File: src/design/lycan_pkg.sv
// Shared widths, slot count bound and the host packet struct
package lycan_pkg;

  // Host packet fields
  parameter int addr_width = 4;
  parameter int payload_width = 12;

  // Pins driven by each slot's loopback logic
  parameter int pins_per_periph = 8;

  // Address 0 is reserved, so at most 15 slots fit in a 4-bit address
  parameter int max_periphs = 15;

  // One 16-bit host packet, address in the top nibble
  typedef struct packed {
    logic [addr_width-1:0]    addr;
    logic [payload_width-1:0] payload;
  } usb_packet_t;

endpackage

File: src/design/periph_fifo.sv
// Synchronous packet FIFO with full, empty and programmable almost-full flags
module periph_fifo #(
  parameter int DEPTH = 4,
  parameter int ALMOST_FULL_LEVEL = 3
) (
  input  logic                  clk,
  input  logic                  rst,
  input  lycan_pkg::usb_packet_t din,
  input  logic                  wr_en,
  input  logic                  rd_en,
  output lycan_pkg::usb_packet_t dout,
  output logic                  full,
  output logic                  empty,
  output logic                  almost_full
);

  localparam int PTR_W = (DEPTH > 1) ? $clog2(DEPTH) : 1;
  localparam int CNT_W = $clog2(DEPTH + 1);

  lycan_pkg::usb_packet_t mem [DEPTH];
  logic [PTR_W-1:0] wr_ptr, rd_ptr;
  logic [CNT_W-1:0] count;
  logic do_wr, do_rd;

  assign do_wr = wr_en && !full; // Writes on a full FIFO are dropped
  assign do_rd = rd_en && !empty;

  assign full = (count == CNT_W'(DEPTH));
  assign empty = (count == '0);
  assign almost_full = (count >= CNT_W'(ALMOST_FULL_LEVEL));
  assign dout = mem[rd_ptr]; // Head entry, first-word fall-through

  always_ff @(posedge clk) begin
    if (do_wr) mem[wr_ptr] <= din;
  end

  always_ff @(posedge clk or posedge rst) begin
    if (rst) begin
      wr_ptr <= '0;
      rd_ptr <= '0;
      count <= '0;
    end else begin
      if (do_wr) wr_ptr <= (wr_ptr == PTR_W'(DEPTH - 1)) ? '0 : wr_ptr + 1'b1;
      if (do_rd) rd_ptr <= (rd_ptr == PTR_W'(DEPTH - 1)) ? '0 : rd_ptr + 1'b1;
      // Count only moves when exactly one side acts
      if (do_wr && !do_rd) count <= count + 1'b1;
      else if (do_rd && !do_wr) count <= count - 1'b1;
    end
  end

endmodule

File: src/design/loopback_engine.sv
// Loopback engine, stand-in for the reconfigurable slot logic
module loopback_engine (
  input  logic                                 clk,
  input  logic                                 rst,
  input  logic [lycan_pkg::payload_width-1:0]  tx_payload,
  input  logic                                 tx_empty,
  output logic                                 tx_pop,
  output logic [lycan_pkg::payload_width-1:0]  rx_payload,
  output logic                                 rx_push,
  input  logic                                 rx_full,
  output logic [lycan_pkg::pins_per_periph-1:0] pins,
  output logic                                 idle
);

  logic holding; // One payload in flight
  logic [lycan_pkg::payload_width-1:0] held;

  assign tx_pop = !holding && !tx_empty;
  assign rx_push = holding && !rx_full; // Stall here while the receive side is full
  assign rx_payload = held;
  assign idle = !holding && tx_empty;

  always_ff @(posedge clk) begin
    if (tx_pop) held <= tx_payload;
  end

  always_ff @(posedge clk or posedge rst) begin
    if (rst) begin
      holding <= 1'b0;
      pins <= '0;
    end else if (!holding) begin
      if (!tx_empty) begin
        holding <= 1'b1;
        // Low byte stays on the pins until the next payload
        pins <= tx_payload[lycan_pkg::pins_per_periph-1:0];
      end
    end else if (!rx_full) begin
      holding <= 1'b0;
    end
  end

endmodule

File: src/design/periph.sv
// Peripheral slot with address filter, transmit and receive FIFOs, ready counter and loopback
module periph #(
  parameter logic [lycan_pkg::addr_width-1:0] ADDRESS = 1,
  parameter int TX_DEPTH = 4,
  parameter int RX_DEPTH = 4,
  parameter int RX_ALMOST_FULL = 3
) (
  input  logic                                  clk,
  input  logic                                  rst,
  input  lycan_pkg::usb_packet_t                wr_pkt,
  input  logic                                  wr_strobe,
  output logic                                  tx_full,
  output lycan_pkg::usb_packet_t                rx_pkt,
  input  logic                                  rx_pop,
  output logic                                  rx_empty,
  output logic                                  rx_almost_full,
  output logic                                  idle,
  output logic                                  ready,
  output logic [lycan_pkg::pins_per_periph-1:0] pins
);

  lycan_pkg::usb_packet_t tx_pkt, rx_din;
  logic tx_wr, tx_pop, tx_empty;
  logic rx_push, rx_full;
  logic [lycan_pkg::payload_width-1:0] rx_payload;
  logic [5:0] ready_cnt;

  // Own address filter, the dispatcher only aims the strobe
  assign tx_wr = wr_strobe && (wr_pkt.addr == ADDRESS);
  assign rx_din = '{addr: ADDRESS, payload: rx_payload}; // Re-tag with slot address

  periph_fifo #(.DEPTH(TX_DEPTH), .ALMOST_FULL_LEVEL(TX_DEPTH)) tx_fifo (
    .clk(clk), .rst(rst),
    .din(wr_pkt), .wr_en(tx_wr), .rd_en(tx_pop),
    .dout(tx_pkt), .full(tx_full), .empty(tx_empty), .almost_full()
  );

  loopback_engine engine (
    .clk(clk), .rst(rst),
    .tx_payload(tx_pkt.payload), .tx_empty(tx_empty), .tx_pop(tx_pop),
    .rx_payload(rx_payload), .rx_push(rx_push), .rx_full(rx_full),
    .pins(pins), .idle(idle)
  );

  periph_fifo #(.DEPTH(RX_DEPTH), .ALMOST_FULL_LEVEL(RX_ALMOST_FULL)) rx_fifo (
    .clk(clk), .rst(rst),
    .din(rx_din), .wr_en(rx_push), .rd_en(rx_pop),
    .dout(rx_pkt), .full(rx_full), .empty(rx_empty), .almost_full(rx_almost_full)
  );

  // 63-cycle quiet period after reset
  always_ff @(posedge clk or posedge rst) begin
    if (rst) begin
      ready_cnt <= '0;
    end else if (ready_cnt != '1) begin
      ready_cnt <= ready_cnt + 1'b1;
    end
  end

  assign ready = (ready_cnt == '1);

endmodule

File: src/design/packet_dispatcher.sv
// Host packet dispatcher with slot decode and saturating drop counter
module packet_dispatcher #(
  parameter int NUM_PERIPHS = 3
) (
  input  logic                   clk,
  input  logic                   rst,
  input  lycan_pkg::usb_packet_t host_in,
  input  logic                   host_in_valid,
  input  logic [NUM_PERIPHS-1:0] slot_full,
  output lycan_pkg::usb_packet_t slot_pkt,
  output logic [NUM_PERIPHS-1:0] slot_wr,
  output logic [15:0]            drop_count
);

  logic                   pkt_valid;
  logic [NUM_PERIPHS-1:0] target; // One-hot slot, zero for a bad address

  // Full is checked at write time so back-to-back packets never overrun a FIFO
  assign slot_wr = target & ~slot_full;

  always_ff @(posedge clk) begin
    if (host_in_valid) slot_pkt <= host_in;
  end

  always_ff @(posedge clk or posedge rst) begin
    if (rst) begin
      pkt_valid <= 1'b0;
      target <= '0;
      drop_count <= '0;
    end else begin
      pkt_valid <= host_in_valid;
      for (int i = 0; i < NUM_PERIPHS; i++) begin
        target[i] <= host_in_valid && (int'(host_in.addr) == i + 1); // Slot i sits at i+1
      end
      // Missing slot or full FIFO
      if (pkt_valid && (slot_wr == '0) && (drop_count != 16'hffff)) begin
        drop_count <= drop_count + 16'd1;
      end
    end
  end

endmodule

File: src/design/reply_collector.sv
// Round-robin collector from the slot receive FIFOs toward the host
module reply_collector #(
  parameter int NUM_PERIPHS = 3
) (
  input  logic                   clk,
  input  logic                   rst,
  input  lycan_pkg::usb_packet_t rx_pkt [NUM_PERIPHS],
  input  logic [NUM_PERIPHS-1:0] rx_empty,
  output logic [NUM_PERIPHS-1:0] rx_pop,
  input  logic                   host_hold,
  output lycan_pkg::usb_packet_t host_out,
  output logic                   host_out_valid
);

  localparam int SEL_W = (NUM_PERIPHS > 1) ? $clog2(NUM_PERIPHS) : 1;

  logic [SEL_W-1:0] last; // Slot served most recently
  logic [SEL_W-1:0] pick;
  logic             found;
  logic             pop_any;

  // Search starts just after the last slot served
  always_comb begin
    int idx;
    rx_pop = '0;
    pick = last;
    found = 1'b0;
    for (int k = 1; k <= NUM_PERIPHS; k++) begin
      idx = (int'(last) + k) % NUM_PERIPHS;
      if (!found && !rx_empty[idx]) begin
        found = 1'b1;
        pick = SEL_W'(idx);
      end
    end
    if (found && !host_hold) rx_pop[pick] = 1'b1; // Hold freezes all pops
  end

  assign pop_any = |rx_pop;

  always_ff @(posedge clk) begin
    if (pop_any) host_out <= rx_pkt[pick];
  end

  always_ff @(posedge clk or posedge rst) begin
    if (rst) begin
      last <= SEL_W'(NUM_PERIPHS - 1); // So slot 0 goes first
      host_out_valid <= 1'b0;
    end else begin
      host_out_valid <= pop_any;
      if (pop_any) last <= pick;
    end
  end

endmodule

File: src/design/lycan_top.sv
// Packet hub top level with dispatcher, slot array and reply collector
module lycan_top #(
  parameter int NUM_PERIPHS = 3,
  parameter int TX_DEPTH = 4,
  parameter int RX_DEPTH = 4,
  parameter int RX_ALMOST_FULL = 3
) (
  input  logic                                  clk,
  input  logic                                  rst,
  input  lycan_pkg::usb_packet_t                host_in,
  input  logic                                  host_in_valid,
  input  logic                                  host_hold,
  output lycan_pkg::usb_packet_t                host_out,
  output logic                                  host_out_valid,
  output logic [15:0]                           drop_count,
  output logic [NUM_PERIPHS-1:0]                periph_ready,
  output logic [NUM_PERIPHS-1:0]                periph_idle,
  output logic [NUM_PERIPHS-1:0]                periph_almost_full,
  output logic [lycan_pkg::pins_per_periph-1:0] periph_pins [NUM_PERIPHS]
);

  lycan_pkg::usb_packet_t slot_pkt;
  lycan_pkg::usb_packet_t rx_pkt [NUM_PERIPHS];
  logic [NUM_PERIPHS-1:0] slot_wr, slot_full;
  logic [NUM_PERIPHS-1:0] rx_empty, rx_pop;

  if (NUM_PERIPHS < 1 || NUM_PERIPHS > lycan_pkg::max_periphs) begin : gen_bad_count
    $error("NUM_PERIPHS out of range");
  end

  packet_dispatcher #(.NUM_PERIPHS(NUM_PERIPHS)) dispatcher (
    .clk(clk), .rst(rst),
    .host_in(host_in), .host_in_valid(host_in_valid),
    .slot_full(slot_full), .slot_pkt(slot_pkt), .slot_wr(slot_wr),
    .drop_count(drop_count)
  );

  for (genvar i = 0; i < NUM_PERIPHS; i++) begin : gen_slot
    periph #(
      .ADDRESS(lycan_pkg::addr_width'(i + 1)), // Address 0 stays unused
      .TX_DEPTH(TX_DEPTH),
      .RX_DEPTH(RX_DEPTH),
      .RX_ALMOST_FULL(RX_ALMOST_FULL)
    ) slot (
      .clk(clk), .rst(rst),
      .wr_pkt(slot_pkt), .wr_strobe(slot_wr[i]), .tx_full(slot_full[i]),
      .rx_pkt(rx_pkt[i]), .rx_pop(rx_pop[i]), .rx_empty(rx_empty[i]),
      .rx_almost_full(periph_almost_full[i]),
      .idle(periph_idle[i]), .ready(periph_ready[i]), .pins(periph_pins[i])
    );
  end

  reply_collector #(.NUM_PERIPHS(NUM_PERIPHS)) collector (
    .clk(clk), .rst(rst),
    .rx_pkt(rx_pkt), .rx_empty(rx_empty), .rx_pop(rx_pop),
    .host_hold(host_hold), .host_out(host_out), .host_out_valid(host_out_valid)
  );

endmodule

File: config.mk
export PLATFORM = sky130hd
export DESIGN_NAME = lycan_top
export DESIGN_NICKNAME = d
export VERILOG_FILES = /design/src/design/lycan_pkg.sv /design/src/design/periph_fifo.sv /design/src/design/loopback_engine.sv /design/src/design/periph.sv /design/src/design/packet_dispatcher.sv /design/src/design/reply_collector.sv /design/src/design/lycan_top.sv
export SDC_FILE = /design/constraint.sdc
export NUM_CORES = 1
export LEC_CHECK = 0
export ABC_AREA = 1
export BUFFER_PORTS_ARGS = -buffer_cell sky130_fd_sc_hd__buf_2
export CORE_MARGIN = 2
export CORE_UTILIZATION = 50
export CTS_BUF_LIST = sky130_fd_sc_hd__clkbuf_8
export DETAILED_ROUTE_END_ITERATION = 10
export PLACE_DENSITY = 0.68
export SYNTH_ARGS = -nofsm -noshare
export SYNTH_HDL_FRONTEND = slang
export SYNTH_HIERARCHICAL = 1
export SYNTH_SLANG_ARGS = --single-unit
File: constraint.sdc
create_clock -name clk -period 4.5 [get_ports clk]
set_input_delay 0 -clock clk [delete_from_list [all_inputs] [get_ports clk]]
set_output_delay 0 -clock clk [all_outputs]
set_load 0.05 [all_outputs]
==> results of run 1 <==
[power by group through the flow]
stage	Clock, mW	Sequential, mW	Combinational, mW
floorplan	0	8.14	5.90
global placement	0	8.07	7.05
detailed placement	0	8.16	7.28
CTS	4.11	8.07	7.32
global route	4.31	8.23	8.06
finish	3.99	8.06	7.32
[routing by layer]
| layer | vias up | global-route usage, % | wire [um] |
|---|---|---|---|
| li1 | 7070 | - | - |
| met1 | 6878 | 24.9 | 20400 |
| met3 | 83 | 3.82 | 2450 |
| met4 | 0 | 7.43 | 1240 |
| met2 | 379 | 32.4 | 22900 |
| met5 | - | 0 | 0 |
[registers in the layout (all words and copies together), names as in the netlist, 9 cells and up]
register,count
collector/host_out,16
gen_slot.slot/engine/rx_payload,36
dispatcher/slot_pkt,16
dispatcher/drop_count,16
gen_slot.slot/rx_fifo/mem,192
gen_slot.slot/tx_fifo/count,9
gen_slot.slot/tx_fifo/mem,144
gen_slot.slot/ready_cnt,18
gen_slot.slot/rx_fifo/count,9
gen_slot.slot/engine/pins,24
[critical path, cell delays in order (launching register included)]
cell and delay [ns]:
dfrtp_1 0.42, inv_1 0.08, ha_1 0.36, inv_2 0.09
nand2_1 0.09, nand3_1 0.13, nand2_2 0.18, nand3_1 0.11
nand3_2 0.13, nand2_4 0.15, nand2_4 0.21, inv_1 0.08
nor3_1 0.31, nand2_1 0.16, ha_1 0.23, inv_1 0.10
fa_1 0.42, nand2_1 0.07, o21ai_0 0.07
[area by class of cell]
class / instances / area, sq um
diodes: 1 / 2.50
repair buffers: 115 / 703
inverters: 354 / 1360
fillers: 3984 / 21100
multi-input cells: 1135 / 6970
well taps: 615 / 769
clock buffers: 93 / 1280
clock inverters: 65 / 394
flip-flops and latches: 514 / 14900
[metrics by stage]
stage	std cells	power (mW)	area [sq um]	hold slack [ns]	setup WS (ns)
after floorplan	2078	14.0	24100	-0.247	1.54
after global placement	2712	15.1	24500	0.177	1.32
after detailed placement	2712	15.4	24500	0.179	1.11
after CTS	2891	19.5	26400	0.0121	1.10
after global routing	2892	20.6	26400	0.0485	0.774
final	2892	19.4	26400	0.0615	1.00
[path summary, 6_finish.rpt]
| kind | endpoint | depth (start not counted) |
|---|---|---|
| setup / recovery | gen_slot[0].slot/rx_fifo/count[1] | 18 |
| hold / removal | dispatcher/slot_pkt[3] | 2 |
| setup reg to reg | gen_slot[0].slot/rx_fifo/count[1] | 18 |
| hold reg to reg | gen_slot[2].slot/engine/pins[1] | 2 |
| max in group asynchronous | dispatcher/drop_count[7] | 4 |
| min in group asynchronous | collector/last[0] | 4 |
[timing repair]
action | CTS | global route
buffers inserted | 0 | 0
endpoints found under the hold margin | 151 | 0
hold buffers | 21 | 0
gates resized for setup | 0 | 0
==> flow_summary.ini, run 1 <==
[power_and_ir_drop]
leakagePower_nw = 11.2
internal-power_mw = 11.2
netSwitchingPower_mw = 8.21
swShare_pct = 42.4
comb_power_share_pct = 37.8
pwr-share-clk_pct = 20.6
ir_worst_vdd_uv = 419
pwr-share-seq_pct = 41.6
power.density_nw_per_um2 = 734

[routing]
dr.first_iter.drc_count = 1027
ant_nets = 0
via_count = 14400
drc = 0
wire_per_inst_um = 16.3
drtPass1Iterations = 7
drt-vias-per-instance = 4.98
drt_wl_total_um = 47000

[outcome]
status = completed

[floorplan]
design.die.area_sq_um = 49600
die_x_um = 223
fp-row-count = 80
io_pins = 86
core-area_sq_um = 47400
initial_core_util_pct = 50.4
die-height_um = 223

[clocking]
numCtsBuffers = 85
cts_root_buffer = clkbuf_8
cts_sinks = 514
cts_buffer_depth = 3
h-tree-depth = 3
cts_tree = built
path_clk_slew_ns = 0.07
clk_latency_ns = 0.65

[setup_path]
cp_data_required_time_ns = 5.03
worstPathMaxFanout = 19
r2r_start = collector/last[0]
end_kind = register
critPathArrivalTime_ns = 4.03
r2r_setup_slack_ns = 1.00
start_kind = register
crit_start = collector/last[0]
crit_type = reg -> reg

[hold_path]
hold_class = in -> reg
hold_path_startpoint = host_in[3]

[layout]
num-nets-final = 2274
layout_commonest_cell = edfxtp_1
area_growth_syn_to_layout_pct = 10.3
final_cell_mix = edfxtp_1, nand2_1, inv_1, nand2_2, o211ai_2
final_util_pct = 55.6
drive_gt1_share_pct = 25.4

[timing]
setup_viol_count_final = 0
max_freq_mhz = 286
period_share_pct = 77.8
relSlewSlack_pct = 17.7
hold_viol_final = 0
slew_violations = 0
rsz0062_at_grt = false
tightestPinTransition_ns = 1.23
finalCriticalPeriod_ns = 3.50
skew_ns = 0.0376
finalSetupTns_ns = 0

[global_routing]
grt_max_degree = 52
antenna_found_initial = 1
track_usage_pct = 19.3
grt_pass1_wl_um = 75400
grt_overflow_total = 0
grt_pass1_vias = 14400

[synthesis]
synth_area_sq_um = 23900
syn_avg_cell_area_sq_um = 11.7
synth_cells = 2036
yosys_warnings = 6

[job]
max-cap-violations = 0

[place]
place_congestion = 0.877
port_buffers = 85
dpl.hpwl_um = 31000
Power figures use the tool's default switching activity.
==> run 2: changes to the inputs <==
--- a/config.mk
+++ b/config.mk
@@ -11,7 +11,7 @@
 export CORE_UTILIZATION = 50
 export CTS_BUF_LIST = sky130_fd_sc_hd__clkbuf_8
 export DETAILED_ROUTE_END_ITERATION = 10
-export PLACE_DENSITY = 0.68
+export PLACE_DENSITY = 0.71
 export SYNTH_ARGS = -nofsm -noshare
 export SYNTH_HDL_FRONTEND = slang
 export SYNTH_HIERARCHICAL = 1
==> constraint.sdc (replaced) <==
create_clock -name clk -period 3.1 [get_ports clk]
set_input_delay 0 -clock clk [delete_from_list [all_inputs] [get_ports clk]]
set_output_delay 0 -clock clk [all_outputs]
set_load 0.05 [all_outputs]
==> run 2 against run 1 <==
Critical path depth unchanged. Sequential power grew 40%. Largest cell class unchanged. Global-route usage grew 0.12 points. Cell area rose by 1.4%. Cell count rose by 1.5%. Sequential share of layout area decreased by 0.77 points. Critical endpoint is now gen_slot[1].slot/rx_fifo/count[1]. Clock power is 39% higher. Setup slack got worse by 0.94 ns. Routed wire length rose by 0.78%.
==> flow_summary.ini, run 2 (synthesis gave the netlist of run 1 again) <==
[outcome]
status = completed

[timing]
finalCriticalPeriod_ns = 3.04
tightestPinTransition_ns = 0.861
relSlewSlack_pct = 42.6
hold_viol_final = 0
skew_ns = 0.0201
rsz0062_at_grt = true
max_freq_mhz = 329
slew_violations = 0
finalSetupTns_ns = 0
hold_slack_ns = 0.0882
period_share_pct = 98.2
setup_viol_count_final = 0

[setup_path]
cp_num_cells = 18
reg2reg_depth = 18
r2r_setup_slack_ns = 0.06
worstPathMaxFanout = 6
timing.critical_path.cells = ha_4, inv_2, nand2_1, nand3_2, nand2_4, nand2_2, nor2_1, nand2_1, nand2_2, nor2_2, nand2_2, inv_1, nand2_1, ha_1, inv_1, fa_2, nand2_1, o21ai_0
reg2reg_to = gen_slot[1].slot/rx_fifo/count[1]
critPathArrivalTime_ns = 3.53
crit_path_frequent_cell = nand2_1
cp_data_required_time_ns = 3.59
cpLargestDelayFamily = simple AND/OR/NAND/NOR gates
end_kind = register
crit_buf_inv = 3
cp_slowest_cell = dfstp_2
cpPeakStageDelay_ns = 0.58
crit_type = reg -> reg
start_kind = register
r2r_start = collector/last[1]

[layout]
n_fill_cell = 3902
drive_gt1_share_pct = 27.2
layout_commonest_cell = edfxtp_1
fin_area_sq_um = 26700
largest_reg_flops = 192
antenna_cells = 0
multi_input_area_sq_um = 7050
seq_area_sq_um = 14900
regMostFlops = gen_slot.slot/rx_fifo/mem
area_growth_syn_to_layout_pct = 11.8
num-nets-final = 2317
final_cell_mix = edfxtp_1, nand2_1, inv_1, nand2_2, o211ai_2

[clocking]
path_clk_slew_ns = 0.06
cts_sinks = 514
clk_latency_ns = 0.63
cts_tree = built
cts_buffer_depth = 3
cts_root_buffer = clkbuf_8
numCtsBuffers = 84
h-tree-depth = 3

[power_and_ir_drop]
ir_worst_vdd_uv = 560
power.density_nw_per_um2 = 1060
leakagePower_nw = 11.5
fin_total_pwr_mw = 28.3

[place]
dpl.hpwl_um = 31700
place_congestion = 0.852
port_buffers = 85
place_area_sq_um = 24800

[floorplan]
die_x_um = 223
fp-row-count = 80
io_pins = 86
die-height_um = 223
initial_core_util_pct = 50.4
design.die.area_sq_um = 49600
core-area_sq_um = 47400

[hold_path]
hold_end = dispatcher/slot_pkt[7]
holdPathStages = 2
hold_class = in -> reg
hold_path_startpoint = host_in[7]

[routing]
ant_nets = 0
via_count = 14800
drtPass1Iterations = 7
dr.first_iter.drc_count = 941
wire_per_inst_um = 16.1
drt-vias-per-instance = 5.03
drt_wl_total_um = 47400
drc = 0

[global_routing]
grt_max_degree = 68
track_usage_pct = 19.4
grt_pass1_vias = 14800
grt_pass1_wl_um = 76500
antenna_found_initial = 0
grt_overflow_total = 0

[job]
max-cap-violations = 0
[run 2: cell types whose count changed in the layout (fill, tap and decap cells not counted), moves of 3 or more]
cell / change
inv_1: +13
nor2_2: -11
nor2_1: +10
ha_1: -3
nand2_1: -4
nand3_2: +6
inv_2: +4
clkinv_2: -3
nand2_2: +3
buf_4: +43
nand3_1: -6
clkinv_1: -11
[run 2: worst max-delay path by stage]
stage / to / slack, ns / start
floorplan: gen_slot[0].slot/rx_fifo/count[1] / 0.14 / collector/last[1]
global placement: gen_slot[0].slot/rx_fifo/count[1] / 0.11 / collector/last[1]
detailed placement: gen_slot[0].slot/rx_fifo/count[1] / -0.02 / collector/last[0]
CTS: gen_slot[1].slot/rx_fifo/count[2] / 0.009 / collector/last[0]
global route: gen_slot[1].slot/rx_fifo/count[1] / -0.08 / collector/last[1]
finish: gen_slot[1].slot/rx_fifo/count[1] / 0.06 / collector/last[1]
[run 2: what timing repair did]
item | CTS | global route
gates resized for setup | 3 | 29
pin swaps | 0 | 6
setup endpoints to repair | 3 | 6
hold buffers | 21 | 0
hold endpoints to repair | 150 | 0
buffers inserted | 0 | 2
[run 2: layout make-up]
class / count / share of cell area (%)
Clock buffer: 94 / 4.84
Clock inverter: 64 / 1.22
Multi-Input combinational cell: 1135 / 26.4
Timing Repair Buffer: 159 / 3.91
Inverter: 354 / 5.08
Tap cell: 615 / 2.88
Sequential cell: 514 / 55.7
[run 2: through the flow]
step | setup WS [ns] | std cells | utilization, %
floorplan | 0.140 | 2078 | -
global placement | 0.106 | 2754 | 52.2
detailed placement | -0.0217 | 2754 | 52.2
CTS | 0.00941 | 2933 | 56.1
global route | -0.0763 | 2935 | 56.4
finish | 0.0567 | 2935 | 56.4
[run 2: routing by layer]
metal	wire length [um]	GRT usage (%)	share of wire, %	vias to the layer above
met5	0	0	0	-
met4	1570	8.18	3.3	0
met3	2280	3.54	4.8	104
met2	23200	32.7	49	356
met1	20300	24.8	43	7146
li1	-	-	-	7149
[run 2: power breakdown]
part	leakage (nW)	switching (mW)	internal, mW	total (mW)
registers	5.06	1.34	9.92	11.3
logic	5.48	7.98	3.57	11.6
clock network	0.973	2.59	2.95	5.54
==> run 3: changes to the inputs <==
--- a/config.mk
+++ b/config.mk
@@ -6,12 +6,15 @@
 export NUM_CORES = 1
 export LEC_CHECK = 0
 export ABC_AREA = 1
+export ABC_CLOCK_PERIOD_IN_PS = 3100
 export BUFFER_PORTS_ARGS = -buffer_cell sky130_fd_sc_hd__buf_2
 export CORE_MARGIN = 2
 export CORE_UTILIZATION = 50
 export CTS_BUF_LIST = sky130_fd_sc_hd__clkbuf_8
 export DETAILED_ROUTE_END_ITERATION = 10
+export GPL_TIMING_DRIVEN = 0
 export PLACE_DENSITY = 0.71
+export RECOVER_POWER = 100
 export SYNTH_ARGS = -nofsm -noshare
 export SYNTH_HDL_FRONTEND = slang
 export SYNTH_HIERARCHICAL = 1
==> run 3 against run 2 <==
The run now ends with max-capacitance violations, max-slew violations left. Sequential power decreased by 4%. Setup slack lost 0.024 ns. Count of clock-buffer cells in the layout grew 3. Via count increased by 0.28%. Flip-flop and latch count unchanged. Clock power rose by 5.2%.
==> flow_summary.ini, run 3 (synthesis gave the netlist of run 1 again) <==
[outcome]
status = finished, violations left
violations = max-capacitance violations, max-slew violations

[clocking]
cts_sinks = 514
clk_latency_ns = 0.66
cts_tree = built
path_clk_slew_ns = 0.07
numCtsBuffers = 84
h-tree-depth = 3
cts_buffer_depth = 3
cts_root_buffer = clkbuf_8

[floorplan]
die_x_um = 223
fp-row-count = 80
io_pins = 86
die-height_um = 223
core-area_sq_um = 47400
design.die.area_sq_um = 49600
initial_core_util_pct = 50.4

[power_and_ir_drop]
pwr-share-clk_pct = 19.5
pwr-share-seq_pct = 36.7
ir_worst_vdd_uv = 690
comb_power_share_pct = 43.8
swShare_pct = 41.6
leakagePower_nw = 11.5
netSwitchingPower_mw = 12.4
power.density_nw_per_um2 = 1100
internal-power_mw = 17.4

[timing]
max_freq_mhz = 326
hold_slack_ns = 0.0762
period_share_pct = 98.9
relSlewSlack_pct = -3.08
rsz0062_at_grt = true
finalSetupTns_ns = 0
finalCriticalPeriod_ns = 3.07
skew_ns = 0.0422
tightestPinTransition_ns = 1.55
hold_viol_final = 0
setup_viol_count_final = 0
slew_violations = 15

[routing]
drt-vias-per-instance = 4.97
drc = 0
wire_per_inst_um = 16.5
drt_wl_total_um = 49000
ant_nets = 0
via_count = 14800
dr.first_iter.drc_count = 799
drtPass1Iterations = 5

[setup_path]
r2r_setup_slack_ns = 0.03
critPathArrivalTime_ns = 3.60
reg2reg_depth = 18
crit_buf_inv = 4
reg2reg_to = gen_slot[0].slot/rx_fifo/count[1]
crit_type = reg -> reg
end_kind = register
cpLargestDelayFamily = simple AND/OR/NAND/NOR gates
timing.critical_path.cells = ha_4, inv_6, nand2_4, nor2_4, nor2_4, nand2_2, nor2_1, nand2_1, nand2_2, buf_8, buf_8, nor3_4, nand2_2, ha_4, inv_2, fa_2, nand2_1, o21ai_1
cpPeakStageDelay_ns = 0.60
cp_data_required_time_ns = 3.63
worstPathMaxFanout = 10
start_kind = register
crit_path_frequent_cell = nand2_2
r2r_start = collector/last[1]
cp_slowest_cell = dfstp_2

[place]
place_congestion = 0.819
port_buffers = 85
dpl.hpwl_um = 33300

[layout]
layout_commonest_cell = edfxtp_1
num-nets-final = 2362
drive_gt1_share_pct = 23.7
final_cell_mix = edfxtp_1, nand2_1, inv_1, nand2_2, dfrtp_1
area_growth_syn_to_layout_pct = 13.4
largest_reg_flops = 192
antenna_cells = 0
regMostFlops = gen_slot.slot/rx_fifo/mem

[job]
max-cap-violations = 1

[global_routing]
grt_overflow_total = 0
grt_max_degree = 24
antenna_found_initial = 0
track_usage_pct = 20.2
grt_pass1_vias = 15200
grt_pass1_wl_um = 78800

[hold_path]
hold_class = in -> reg
holdPathStages = 2
hold_path_startpoint = host_in[2]
hold_end = dispatcher/slot_pkt[2]
-- run 3: layer usage --
metal | share of wire (%) | vias to the layer above | track usage (%)
met1 | 44 | 7098 | 26.1
met3 | 4.7 | 92 | 3.68
met4 | 2.8 | 0 | 7.75
li1 | - | 7257 | -
met5 | 0 | - | 0
met2 | 49 | 350 | 33.9
-- run 3: worst max path at each step --
stage                                      startpoint                           endpoint  slack [ns]  cells after the start
detailed placement                  collector/last[1]  gen_slot[0].slot/rx_fifo/count[1]       -0.56                     18
floorplan                           collector/last[1]  gen_slot[0].slot/rx_fifo/count[1]        0.14                     18
CTS                                 collector/last[1]  gen_slot[0].slot/rx_fifo/count[1]       -0.08                     18
global route                        collector/last[1]  gen_slot[0].slot/rx_fifo/count[1]       -0.09                     17
global placement    gen_slot[0].slot/rx_fifo/count[0]  gen_slot[0].slot/rx_fifo/count[1]       -0.46                     19
finish                              collector/last[1]  gen_slot[0].slot/rx_fifo/count[1]        0.03                     18
-- run 3: through the flow --
stage          std cells  utilization, %  area [sq um]  total power, mW  worst slack (ns)
3_5_place_dp        2780            53.4         25300             23.8            -0.563
5_1_grt             2979            57.2         27100             31.7           -0.0896
2_1_floorplan       2078               -         24100             20.4             0.140
3_3_place_gp        2778            53.3         25300             23.3            -0.457
6_report            2979            57.2         27100             29.8            0.0326
4_1_cts             2962            57.6         27300             30.0           -0.0797
-- run 3: power groups by stage --
stage	clock network, mW	logic [mW]	registers (mW)
2_1_floorplan	0	8.57	11.8
3_3_place_gp	0	12.3	11.0
3_5_place_dp	0	12.7	11.1
4_1_cts	5.98	13.1	10.9
5_1_grt	6.30	14.3	11.1
6_report	5.83	13.1	10.9
-- run 3: cell type report --
class                           count  area, sq um
Tap cell                          615          769
Clock inverter                     60          355
Timing Repair Buffer              129          711
Clock buffer                       97         1340
Fill cell                        3920        20300
Sequential cell                   514        14900
Buffer                             75          752
Inverter                          354         1370
Multi-Input combinational cell   1135         6940
-- run 3: timing repair --
item | CTS | global route
endpoints found under the setup margin | 55 | 6
hold buffers | 21 | 0
endpoints found under the hold margin | 155 | 0
buffers inserted | 4 | 17
pin swaps | 3 | 16
resized for setup | 24 | 45
